==> src/logic/mem_geom_pkg.sv <==
package mem_geom_pkg;

   ////////////////////////////////////////
   // Data path
   ////////////////////////////////////////

   localparam int DATA_W = 32;             // Word width in bits
   localparam int LANES  = DATA_W / 8;     // Byte lanes per word

   ////////////////////////////////////////
   // Addressing
   ////////////////////////////////////////

   // Byte address covers the whole RAM, no range check needed
   localparam int ADDR_W      = 10;
   localparam int OFS_W       = $clog2(LANES);    // Byte offset inside a word
   localparam int WORD_ADDR_W = ADDR_W - OFS_W;   // Word index into the RAM

   // Number of words
   localparam int DEPTH = 256;

endpackage : mem_geom_pkg

==> src/logic/mem_access_pkg.sv <==
package mem_access_pkg;

   import mem_geom_pkg::*;

   ////////////////////////////////////////
   // Opcode
   ////////////////////////////////////////

   // Access width, NONE is handled as a full word
   typedef enum logic [1:0] {
      WIDTH_NONE = 2'd0,
      WIDTH_BYTE = 2'd1,
      WIDTH_HALF = 2'd2,
      WIDTH_WORD = 2'd3
   } mem_width_e;

   typedef struct packed {
      logic       is_signed;   // MSB of the select field
      mem_width_e width;
   } mem_op_t;

   ////////////////////////////////////////
   // Request and response
   ////////////////////////////////////////

   typedef struct packed {
      logic              is_store;
      mem_op_t           op;
      logic [ADDR_W-1:0] addr;       // Byte address
      logic [DATA_W-1:0] wdata;
   } mem_req_t;

   typedef struct packed {
      logic              is_store;
      logic              misaligned;
      logic [DATA_W-1:0] rdata;      // Zero on stores
   } mem_rsp_t;

endpackage : mem_access_pkg

==> src/logic/access_align.sv <==
module access_align
   import mem_geom_pkg::*;
   import mem_access_pkg::*;
(
   input  mem_op_t           i_op,
   input  logic [OFS_W-1:0]  i_addr_ofs,
   input  logic [DATA_W-1:0] i_wdata,
   output logic [LANES-1:0]  o_byte_en,
   output logic [DATA_W-1:0] o_wdata_lanes,
   output logic              o_misaligned
);

   ////////////////////////////////////////
   // Misalignment check
   ////////////////////////////////////////

   always_comb
   begin
      case (i_op.width)
         WIDTH_BYTE:
         begin
            o_misaligned = 1'b0;              // Any offset is fine
         end
         WIDTH_HALF:
         begin
            o_misaligned = i_addr_ofs[0];     // Odd byte address
         end
         default:
         begin
            // Word and none need a word boundary
            o_misaligned = |i_addr_ofs;
         end
      endcase
   end

   ////////////////////////////////////////
   // Byte enables
   ////////////////////////////////////////

   always_comb
   begin
      case (i_op.width)
         WIDTH_BYTE:
         begin
            o_byte_en = LANES'(1) << i_addr_ofs;
         end
         WIDTH_HALF:
         begin
            // Low or high pair, offset bit 0 is ignored
            o_byte_en = LANES'(2'b11) << {i_addr_ofs[OFS_W-1], 1'b0};
         end
         default:
         begin
            o_byte_en = '1;
         end
      endcase
   end

   ////////////////////////////////////////
   // Store lane replication
   ////////////////////////////////////////

   // The RAM picks the right copy through the byte enables
   always_comb
   begin
      case (i_op.width)
         WIDTH_BYTE:
         begin
            o_wdata_lanes = {LANES{i_wdata[7:0]}};
         end
         WIDTH_HALF:
         begin
            o_wdata_lanes = {(LANES / 2){i_wdata[15:0]}};
         end
         default:
         begin
            o_wdata_lanes = i_wdata;             // Full word as is
         end
      endcase
   end

endmodule : access_align

==> config.mk <==
export PLATFORM = sky130hd
export DESIGN_NAME = access_align
export DESIGN_NICKNAME = d
export VERILOG_FILES = /design/src/logic/mem_geom_pkg.sv /design/src/logic/mem_access_pkg.sv /design/src/logic/access_align.sv
export SDC_FILE = /design/constraint.sdc
export NUM_CORES = 1
export LEC_CHECK = 0
export ABC_AREA = 1
export BUFFER_PORTS_ARGS = -buffer_cell sky130_fd_sc_hd__buf_2
export CORE_MARGIN = 8
export CORE_UTILIZATION = 35
export DETAILED_ROUTE_END_ITERATION = 10
export MAX_ROUTING_LAYER = met4
export PLACE_DENSITY = 0.82
export SLEW_MARGIN = 15
export SYNTH_ARGS = -nofsm -noshare
export SYNTH_HDL_FRONTEND = slang
export SYNTH_SLANG_ARGS = --single-unit
export TNS_END_PERCENT = 100
==> constraint.sdc <==
create_clock -name vclk -period 1.99
set_input_delay 0.2985 -clock vclk [all_inputs]
set_output_delay 0.2985 -clock vclk [all_outputs]
set_load 0.02 [all_outputs]
[Yosys cells after proc, flatten, opt, wreduce, memory -nomap -nowiden]
Cells that the tools add are included.
Cells by class
  $add $sub $neg: 0
  $mul: 0
  divide/modulo/power cells: 0
  $lt $le $gt $ge: 0
  equal/unequal tests: 2
  shifts and indexed selects: 2
  muxes and demuxes: 3
  bitwise logic cells: 0
  reductions and logical operators: 1
Operators by type and width (count)
  32-bit one-hot mux with 2 select lines: 1
  4-bit one-hot mux with 2 select lines: 1
  1-bit by 2-bit left shift with 4-bit output (first input constant): 1
  2-bit by 2-bit left shift with 4-bit output (first input constant): 1
  2-bit by 1-bit equality test with 1-bit output (second input constant): 1
  2-bit equality test (second input constant): 1
  1-bit one-hot mux with 2 select lines: 1
  2-bit OR reduction: 1
Storage, ports and cells
  register bits: 0
  latch bits: 0
  RAM bits: 0
  memory bits (read-only): 0
  input bits: 37
  output and inout bits: 37
  logic and storage cells: 8
  memories: 0

[Depth between registers and ports, before layout]
  word-level depth: 2
  depth in mapped cells: 7
  gate-level depth less buffers: 5

[Worst setup path before layout]
Ideal clock, no wire load.
  kind: in2out
  from: input i_op[0] (netlist name)
  to: output o_wdata_lanes[16]
  arrival time: 1.342 ns
  required time: 1.691 ns
  path slack: 0.350 ns
  stages on the path: 6
  path buffers: 1
  cell sequence: inv_1 -> ha_1 -> buf_6 -> inv_8 -> nand2_1 -> o21ai_0
On the way
  cells in the longest elaborated chain, start to end: 2
  elaborated cells on any way between the ends: 3
  those cells by class: eq/ne: 2; mux: 1
Ends and longest elaborated chain
  start, declared: line access_align.sv:5  | input mem_op_t i_op,
  2-bit equality test / 2-bit by 1-bit equality test with 1-bit output (equally long branches): line access_align.sv:66  | case (i_op.width)
  32-bit one-hot mux with 2 select lines (*): line access_align.sv:66
  end, declared: line access_align.sv:9  | output logic [DATA_W-1:0] o_wdata_lanes,
Mark *: on every way between the ends. The rest lies on a longest branch, timed or not.

[Worst setup path after layout]
  from: input i_op[0] (netlist name)
  to: output o_wdata_lanes[20]
Same word-level chain as after synthesis.

==> metrics.txt <==
worst setup margin 0.169 ns; cts hold-fix bufs 0; Post-CTS Resized 0; share of cells above drive strength 1 55.6%; slowest cell on the critical path ha_1; Critical Path Fanout Max 28; initial antenna violation count 0; core footprint 1880 um^2; hold_ws 0.860 ns; largest family of logic cells by synthesized area simple AND/OR/NAND/NOR gates; first-pass GRT wire length 3850 um; fmax 549 MHz; FF+latch count 0; Crit Path Class input pin to output pin; unrepaired setup endpoints after global routing no; RD Place Congestion 0.740; most used cell, CP buf_2; die height 59.8 um; vias in the first global route 951; initial core utilization 35.7%; Pwr Density 375 nW/um^2; Post CTS Setup Buffer Count 0; pre-CTS WS 0.164 ns; NumNets Final 213; crit-path leading delay family buffers and inverters; Max Used Layer met3; max-slew violations 0; routed vias 945; critical path endpoint o_wdata_lanes[20]; CP startpoint kind input pin; Sequential cell area 0 um^2; top-area cell type share of the netlist area 23.8%; P_leak 0.572 nW; met2 WL post-DR 1280 um; Synth Area in Compound Gates 6.70%; Syn Inst Count 109; # IOs 74; hold crit path type input pin to output pin; Pre-antenna DRT Iters 4; largest net degree at the start of global routing 29; origin of the worst min-delay path i_wdata[4]; register area share after synthesis 0%; post-synthesis xor/xnor area fraction 0%; GR Util All Layers 13.1%; number of port buffers 73; max capacitance violation total 0; Antenna Cells 0; cell count along the critical path 7; cell taking the most area after synthesis nand3_2; Max stage delay on crit path 0.42 ns; DR vias/cell 4.77; Setup Viol. Count Final 0; worst slew pin tran 0.319 ns; yosys warns 0; Synth area leaders nand3_2 24%, nand2_1 20%, nand3_1 18%, buf_4 12%, o21ai_0 6.7%; GRT overflow 0; synthesized cell area 672 um^2; syn_area_per_cell 6.16 um^2; final cell count without fillers 198; met3 wire len 120 um; Worst EP arrival 1.52 ns; Initial DRC Count 21; syn nets 149; Worst EP required 1.69 ns; Min Clock Period, post-route 1.82 ns; period utilisation layout 91.5%; HPWL after DPL 2120 um; Max-slew headroom 78.7%; Fin Setup TNS 0 ns; Wirelength per Cell 12.4 um; final antenna-violating net count 0; simple logic cell fraction of the synthesized area 63.5%; synth unique cells 11; Post-Synth Adder-Cell Area 5.59%; post-synthesis mux area share 0%; die width 59.8 um; crit path from i_op[0]; worst vdd ir 0.167 mV; row cnt 16; WL met1 1060 um; Crit. End Element output pin; final hold violations 0; placed cells 198; Detailed Route WL 2460 um; Cell Chain, Critical Path buf_2 > inv_1 > ha_1 > inv_8 > nand2_1 > o21ai_0 > buf_2; # DRC 0; status complete, no violations; area of the die 3580 um^2; WP buf/inv 4; Syn-to-layout area delta 43.6%; Clock Buffer Count 0
==> cells by family (layout without fill, tap and decap cells) <==
logic type                 after synthesis  in the layout
and+or+nand+nor                         77             77
buffers and inverters                   20             82
AOI/OAI and AO/OA                        9              9
adders and majority gates                3              3
==> cell usage after synthesis, drive strengths merged <==
master / number
nand3: 40
o21ai: 9
nand2: 36
buf: 15
inv: 5
nor2: 1
ha: 3
==> layout make-up <==
class | instances | area [um^2]
fill | 215 | 917
inverter | 5 | 26.3
multi-input combinational | 89 | 509
tap | 27 | 33.8
timing repair buffer | 77 | 395
==> metrics by stage <==
stage / utilization [%] / cell area, um^2 / power (mW)
after floorplan: - / 672 / 0.253
after global routing: 51.3 / 965 / 0.393
after global placement: 51.3 / 965 / 0.356
after detailed placement: 51.3 / 965 / 0.364
final: 51.3 / 965 / 0.362
after CTS: 51.3 / 965 / 0.366
==> placed cells by master, fill, tap and decap left out, drive strengths merged <==
cell,synthesis,routed
nor2,1,1
buf,15,77
ha,3,3
nand3,40,40
nand2,36,36
o21ai,9,9
inv,5,5
==> power breakdown <==
| part | internal, mW | switching [mW] |
|---|---|---|
| clock network | 0 | 0 |
| registers | 0 | 0 |
| logic | 0.126 | 0.236 |
==> per-layer routing <==
| layer | track usage [%] | up-vias |
|---|---|---|
| met5 | - | - |
| met4 | 0.680 | 0 |
| met3 | 1.29 | 0 |
| met2 | 24.6 | 35 |
| met1 | 15.2 | 427 |
| li1 | - | 483 |
==> worst min path at each step <==
| stage | endpoint | slack [ns] | cells after the start |
|---|---|---|---|
| detailed placement | o_wdata_lanes[4] | 0.86 | 2 |
| global placement | o_wdata_lanes[0] | 0.86 | 2 |
| floorplan | o_wdata_lanes[0] | 0.71 | 1 |
| CTS | o_wdata_lanes[4] | 0.86 | 2 |
| finish | o_wdata_lanes[4] | 0.86 | 2 |
| global route | o_wdata_lanes[7] | 0.87 | 2 |
No activity file was read; power rests on OpenSTA's default activity.
