<file path="src/logic/mem_geom_pkg.sv">
package mem_geom_pkg;

   ////////////////////////////////////////
   // Data path
   ////////////////////////////////////////

   localparam int DATA_W = 32;             // Word width in bits
   localparam int LANES  = DATA_W / 8;     // Byte lanes per word

   ////////////////////////////////////////
   // Addressing
   ////////////////////////////////////////

   // Byte address covers the whole RAM, no range check needed
   localparam int ADDR_W      = 10;
   localparam int OFS_W       = $clog2(LANES);    // Byte offset inside a word
   localparam int WORD_ADDR_W = ADDR_W - OFS_W;   // Word index into the RAM

   // Number of words
   localparam int DEPTH = 256;

endpackage : mem_geom_pkg

</file>
<file path="src/logic/mem_access_pkg.sv">
package mem_access_pkg;

   import mem_geom_pkg::*;

   ////////////////////////////////////////
   // Opcode
   ////////////////////////////////////////

   // Access width, NONE is handled as a full word
   typedef enum logic [1:0] {
      WIDTH_NONE = 2'd0,
      WIDTH_BYTE = 2'd1,
      WIDTH_HALF = 2'd2,
      WIDTH_WORD = 2'd3
   } mem_width_e;

   typedef struct packed {
      logic       is_signed;   // MSB of the select field
      mem_width_e width;
   } mem_op_t;

   ////////////////////////////////////////
   // Request and response
   ////////////////////////////////////////

   typedef struct packed {
      logic              is_store;
      mem_op_t           op;
      logic [ADDR_W-1:0] addr;       // Byte address
      logic [DATA_W-1:0] wdata;
   } mem_req_t;

   typedef struct packed {
      logic              is_store;
      logic              misaligned;
      logic [DATA_W-1:0] rdata;      // Zero on stores
   } mem_rsp_t;

endpackage : mem_access_pkg

</file>
<file path="src/logic/load_extract.sv">
module load_extract
   import mem_geom_pkg::*;
   import mem_access_pkg::*;
(
   input  logic [DATA_W-1:0] i_rdata,
   input  mem_op_t           i_op,
   input  logic [OFS_W-1:0]  i_addr_ofs,
   output logic [DATA_W-1:0] o_result
);

   logic [DATA_W-1:0] rdata_shifted;   // Selected part moved to bit 0
   logic              sign_bit;        // Top bit of the kept width

   ////////////////////////////////////////
   // Lane shift
   ////////////////////////////////////////

   always_comb
   begin
      case (i_op.width)
         WIDTH_BYTE:
         begin
            rdata_shifted = i_rdata >> {i_addr_ofs, 3'b000};           // 8 x offset
         end
         WIDTH_HALF:
         begin
            rdata_shifted = i_rdata >> {i_addr_ofs[OFS_W-1], 4'b0000}; // 16 x ofs[1]
         end
         default:
         begin
            rdata_shifted = i_rdata;
         end
      endcase
   end

   ////////////////////////////////////////
   // Sign or zero extension
   ////////////////////////////////////////

   always_comb
   begin
      sign_bit = 1'b0;
      case (i_op.width)
         WIDTH_BYTE:
         begin
            if (i_op.is_signed)
            begin
               sign_bit = rdata_shifted[7];
            end
            o_result = {{(DATA_W - 8){sign_bit}}, rdata_shifted[7:0]};
         end
         WIDTH_HALF:
         begin
            if (i_op.is_signed)
            begin
               sign_bit = rdata_shifted[15];
            end
            o_result = {{(DATA_W - 16){sign_bit}}, rdata_shifted[15:0]};
         end
         default:
         begin
            // Word and none pass through untouched
            o_result = rdata_shifted;
         end
      endcase
   end

endmodule : load_extract

</file>
<file path="config.mk">
export PLATFORM = sky130hd
export DESIGN_NAME = load_extract
export DESIGN_NICKNAME = d
export VERILOG_FILES = /design/src/logic/mem_geom_pkg.sv /design/src/logic/mem_access_pkg.sv /design/src/logic/load_extract.sv
export SDC_FILE = /design/constraint.sdc
export NUM_CORES = 1
export LEC_CHECK = 0
export BUFFER_PORTS_ARGS = -buffer_cell sky130_fd_sc_hd__clkbuf_2
export CAP_MARGIN = 20
export CORE_MARGIN = 2
export CORE_UTILIZATION = 37
export DETAILED_ROUTE_END_ITERATION = 6
export GPL_TIMING_DRIVEN = 0
export PLACE_DENSITY = 0.79
export SLEW_MARGIN = 5
export SYNTH_ARGS = -nofsm -noshare
export SYNTH_HDL_FRONTEND = slang
export SYNTH_SLANG_ARGS = --single-unit
</file>
<file path="constraint.sdc">
create_clock -name vclk -period 1.48
set_clock_uncertainty 0.2 [all_clocks]
set_input_delay 0.074 -clock vclk [all_inputs]
set_output_delay 0.074 -clock vclk [all_outputs]
set_load 0.005 [all_outputs]
</file>
== Yosys cells after proc, flatten, opt, wreduce, memory -nomap -nowiden ==
Index checks and enable logic that the tools add are counted.
Storage, ports and cells
  output and inout port bits: 32
  register bits after elaboration: 0
  logic and storage cells: 8
Cells by class
  shift operators: 2
  eq/ne operators: 2
  multiplexer cells: 4
Operators by type and width (number)
  one-hot mux 32 bit (2 select lines): 2
  right shift 32 x 5 -> 32 bit: 2
  equality test 2 x 1 -> 1 bit (second input constant): 1
  equality test 2 bit (second input constant): 1
  two-way mux 1 bit: 2

== Depth between registers and ports, before layout ==
  depth in word-level cells: 4
  gate-level depth with buffers: 7
  mapped depth without buffers: 5

== Least setup slack after synthesis ==
OpenSTA, ideal clock, no wires.
  path kind: in2out
  from: input i_op[0] (netlist name)
  to: output o_result[0]
  data required time: 1.206 ns
  slack: -0.091 ns
  buffers on the path: 2
  arrival time: 1.297 ns
  stages on the path: 7
  cells stage by stage: inv_1 ha_1 buf_6 or3b_2 buf_6 o22ai_1 a221oi_1
On the way
  word-level cells in the longest chain between the ends: 3
  elaborated cells between the ends (all ways): 4
  those cells by class: 2 x eq/ne; 2 x mux
RTL lines
  from (decl): RTL line load_extract.sv:6  | input mem_op_t i_op,
  equality test 2 bit / equality test 2 x 1 -> 1 bit (equally long branches): RTL line load_extract.sv:20  | case (i_op.width)
  one-hot mux 32 bit (2 select lines) (*): RTL line load_extract.sv:20
  one-hot mux 32 bit (2 select lines) (*): RTL line load_extract.sv:43  | case (i_op.width)
  to (decl): RTL line load_extract.sv:8  | output logic [DATA_W-1:0] o_result
Mark *: on every way between the ends. The rest lies on a longest branch, timed or not.

== Final worst setup path ==
  from: input i_op[0] (netlist name)
  to: output o_result[6]
The elaborated chain is that of the path after synthesis.

==> summary.txt <==
Layout cells sized above 1: 70.5%
CP cell instances: buf_8 -> inv_4 -> ha_4 -> and2b_2 -> buf_12 -> mux2i_1 -> a221oi_2 -> buf_2
WHS Path Cells: 4
Yosys warning total: 0
Combinational share of power: 100.0%
Initial antenna violation count: 0
PnR worst setup slack: -83.8 ps
Area leader, netlist: nand2_1
Final Wtd Congestion: 0.906
Busiest grt layer: met2
Via/cell ratio: 5.91
Pins over their slew limit: 0
Final hold violations: 0
Crit path largest cell delay: 250 ps
Cell variety after synth: 26
Final period util: 106%
Run status: finished, violations left
CP required: 1210 ps
Hold worst-path end: o_result[22]
Post-synth top area share: 11.8%
RSZ-0062 raised after global routing: yes
CP arrival: 1290 ps
DRT antenna net count: 0
Hold Path Origin: i_rdata[22]
Worst Setup End Kind: output pin
Met1 Resource Use GR: 36.6%
Vias in the first global route: 1,282
Max Cap Viol: 0
Number of remaining DRC errors: 0
Met2 Use GR: 53.9%
# nets final: 234
Sequential area share after synthesis: 0%
Startpoint types: input port
Initial Utilization: 39.9%
Power Density: 442 nW/um^2
Max-Slew Margin vs Limit: 74.5%
Worst-Margin Slew: 382 ps
Gr ovfl total: 0
Total wire length: 3.77 mm
Pre-CTS setup slack: -311 ps
I/O pins: 69
Port bufs: 69
Number of clock buffers in the layout: 0
Wire per inst: 17.1 um
Via count: 1,300
Met3 Use GR: 2.08%
Setup CP Type: input port to output pin
Clock power share: 0%
Max IR drop VDD: 0.321 mV
Failing checks: setup timing
Rows: 16
Final min period: 1560 ps
Final setup viols: 29
Hold Path Class: input port to output pin
Die width: 50.5 um
Total Neg Setup Slack: -1020 ps
Crit-path max FO: 10
Max Fclk: 639 MHz
Initial DRC count: 27
Fillers: 136
Syn Nets: 156
Switching Share: 49.9%
Final sequential cell count: 0
Die Y: 50.5 um
Leak: 0.743 nW
P&R area growth vs syn: 98.0%
All-layer global routing usage: 29.0%
Syn Std Cell Area: 798 um^2
Fin util: 78.9%
HPWL Detailed: 2.62 mm
Syn_area_per_cell: 6.82 um^2
Die area: 2550 um^2
Largest net degree at the start of global routing: 11
Int Pwr: 350 uW
Sequential Power Share: 0%
DRT Pass-1 Iters: 4
First-pass GRT wire length: 5.94 mm
Multi-input gate area: 950 um^2
Core area: 2000 um^2
Top post-synthesis cells by area: nand2_1 (12%), mux2i_1 (10%), a221oi_1 (8.8%)
Gate Count Post-Synth: 117
Antenna diodes: 0
Sequential cell area: 0 um^2
CP max-delay cell: and2b_2
Net Sw Power: 349 uW
[synth_stat cells]
cell        n
o221ai_1    8
a2bb2oi_1   1
and2b_2     1
nand2b_1    2
o21ai_1     2
or3b_2      1
ha_1        2
nand3b_1    1
buf_2       2
buf_6       3
a221oi_1    8
buf_4       2
mux2_2      1
mux2i_1     8
nor2b_1     8
and2b_1     1
o21ai_0    14
a22oi_1     7
a32oi_4     1
inv_1       4
nand2_1    25
a21o_1      1
mux2i_4     1
clkbuf_1    4
mux2_4      1
o22ai_1     8
[what timing repair did]
item                                    4_1_cts  5_1_grt
setup buffers                                 6        2
endpoints found under the setup margin       32       32
hold buffers                                  0        0
resized for setup                            47       41
hold endpoints to repair                      0        0
pin swaps                                    11        8
cloned                                        2        0
[worst max-delay path, delay by kind of cell]
kind                       cells  cell delay [ps]
buffers and inverters          4              450
AOI/OAI and AO/OA              1              230
muxes                          1              130
adders and majority gates      1              140
and+or+nand+nor                1              250
[cell families after synthesis]
| family | share of synthesized area, % |
|---|---|
| muxes | 16.1 |
| and+or+nand+nor | 23.7 |
| buffers and inverters | 11.1 |
| adders and majority gates | 3.13 |
| AOI/OAI and AO/OA | 45.9 |
[how the worst max path moves through the flow]
stage / start / to / slack (ps) / cells after the start
floorplan: i_op[0] / o_result[13] / 20 / 7
global placement: i_op[0] / o_result[15] / -290 / 9
detailed placement: i_op[0] / o_result[13] / -310 / 9
CTS: i_op[0] / o_result[6] / -130 / 8
global route: i_op[0] / o_result[6] / -120 / 8
finish: i_op[0] / o_result[6] / -80 / 8
[through the flow]
| stage | total power [mW] | hold slack, ps | cells | instance area (um^2) |
|---|---|---|---|---|
| 6_report | 0.699 | 251 | 220 | 1580 |
| 5_1_grt | 0.747 | 267 | 220 | 1580 |
| 4_1_cts | 0.632 | 244 | 219 | 1480 |
| 3_5_place_dp | 0.537 | 244 | 213 | 1290 |
| 3_3_place_gp | 0.523 | 248 | 213 | 1290 |
| 2_1_floorplan | 0.319 | 42.1 | 117 | 907 |
[layer usage]
layer | vias to the layer above | routed length (um)
met3 | 2 | 159
met5 | - | 0
met2 | 41 | 1960
li1 | 614 | -
met4 | 0 | 29
met1 | 643 | 1630
[cells in the final DEF (no fill, tap or decap), types with 2 or more instances in the layout]
cell      instances
clkbuf_2         55
a22oi_2           5
a221oi_2          8
inv_1             3
o22ai_2           7
o21ai_2           9
buf_6             7
o21ai_1           5
buf_4             4
o221ai_2          7
nor2b_1           8
o21ai_0           2
buf_2            12
mux2i_1           8
clkbuf_4          3
buf_8             3
nand2_1          25
buf_12            2
a22oi_1           2
[power groups by stage]
stage	clock network (mW)	registers, mW	logic, mW
after floorplan	0	0	0.319
after global placement	0	0	0.523
after detailed placement	0	0	0.537
after CTS	0	0	0.632
after global routing	0	0	0.747
final	0	0	0.699
[final cells by class]
type / instances / share of cell area [%]
multi-input combinational: 102 / 60.1
timing repair buffer: 79 / 31.3
buffer: 8 / 5.38
tap: 27 / 2.14
inverter: 4 / 1.11
(Power assumes the default switching activity.)
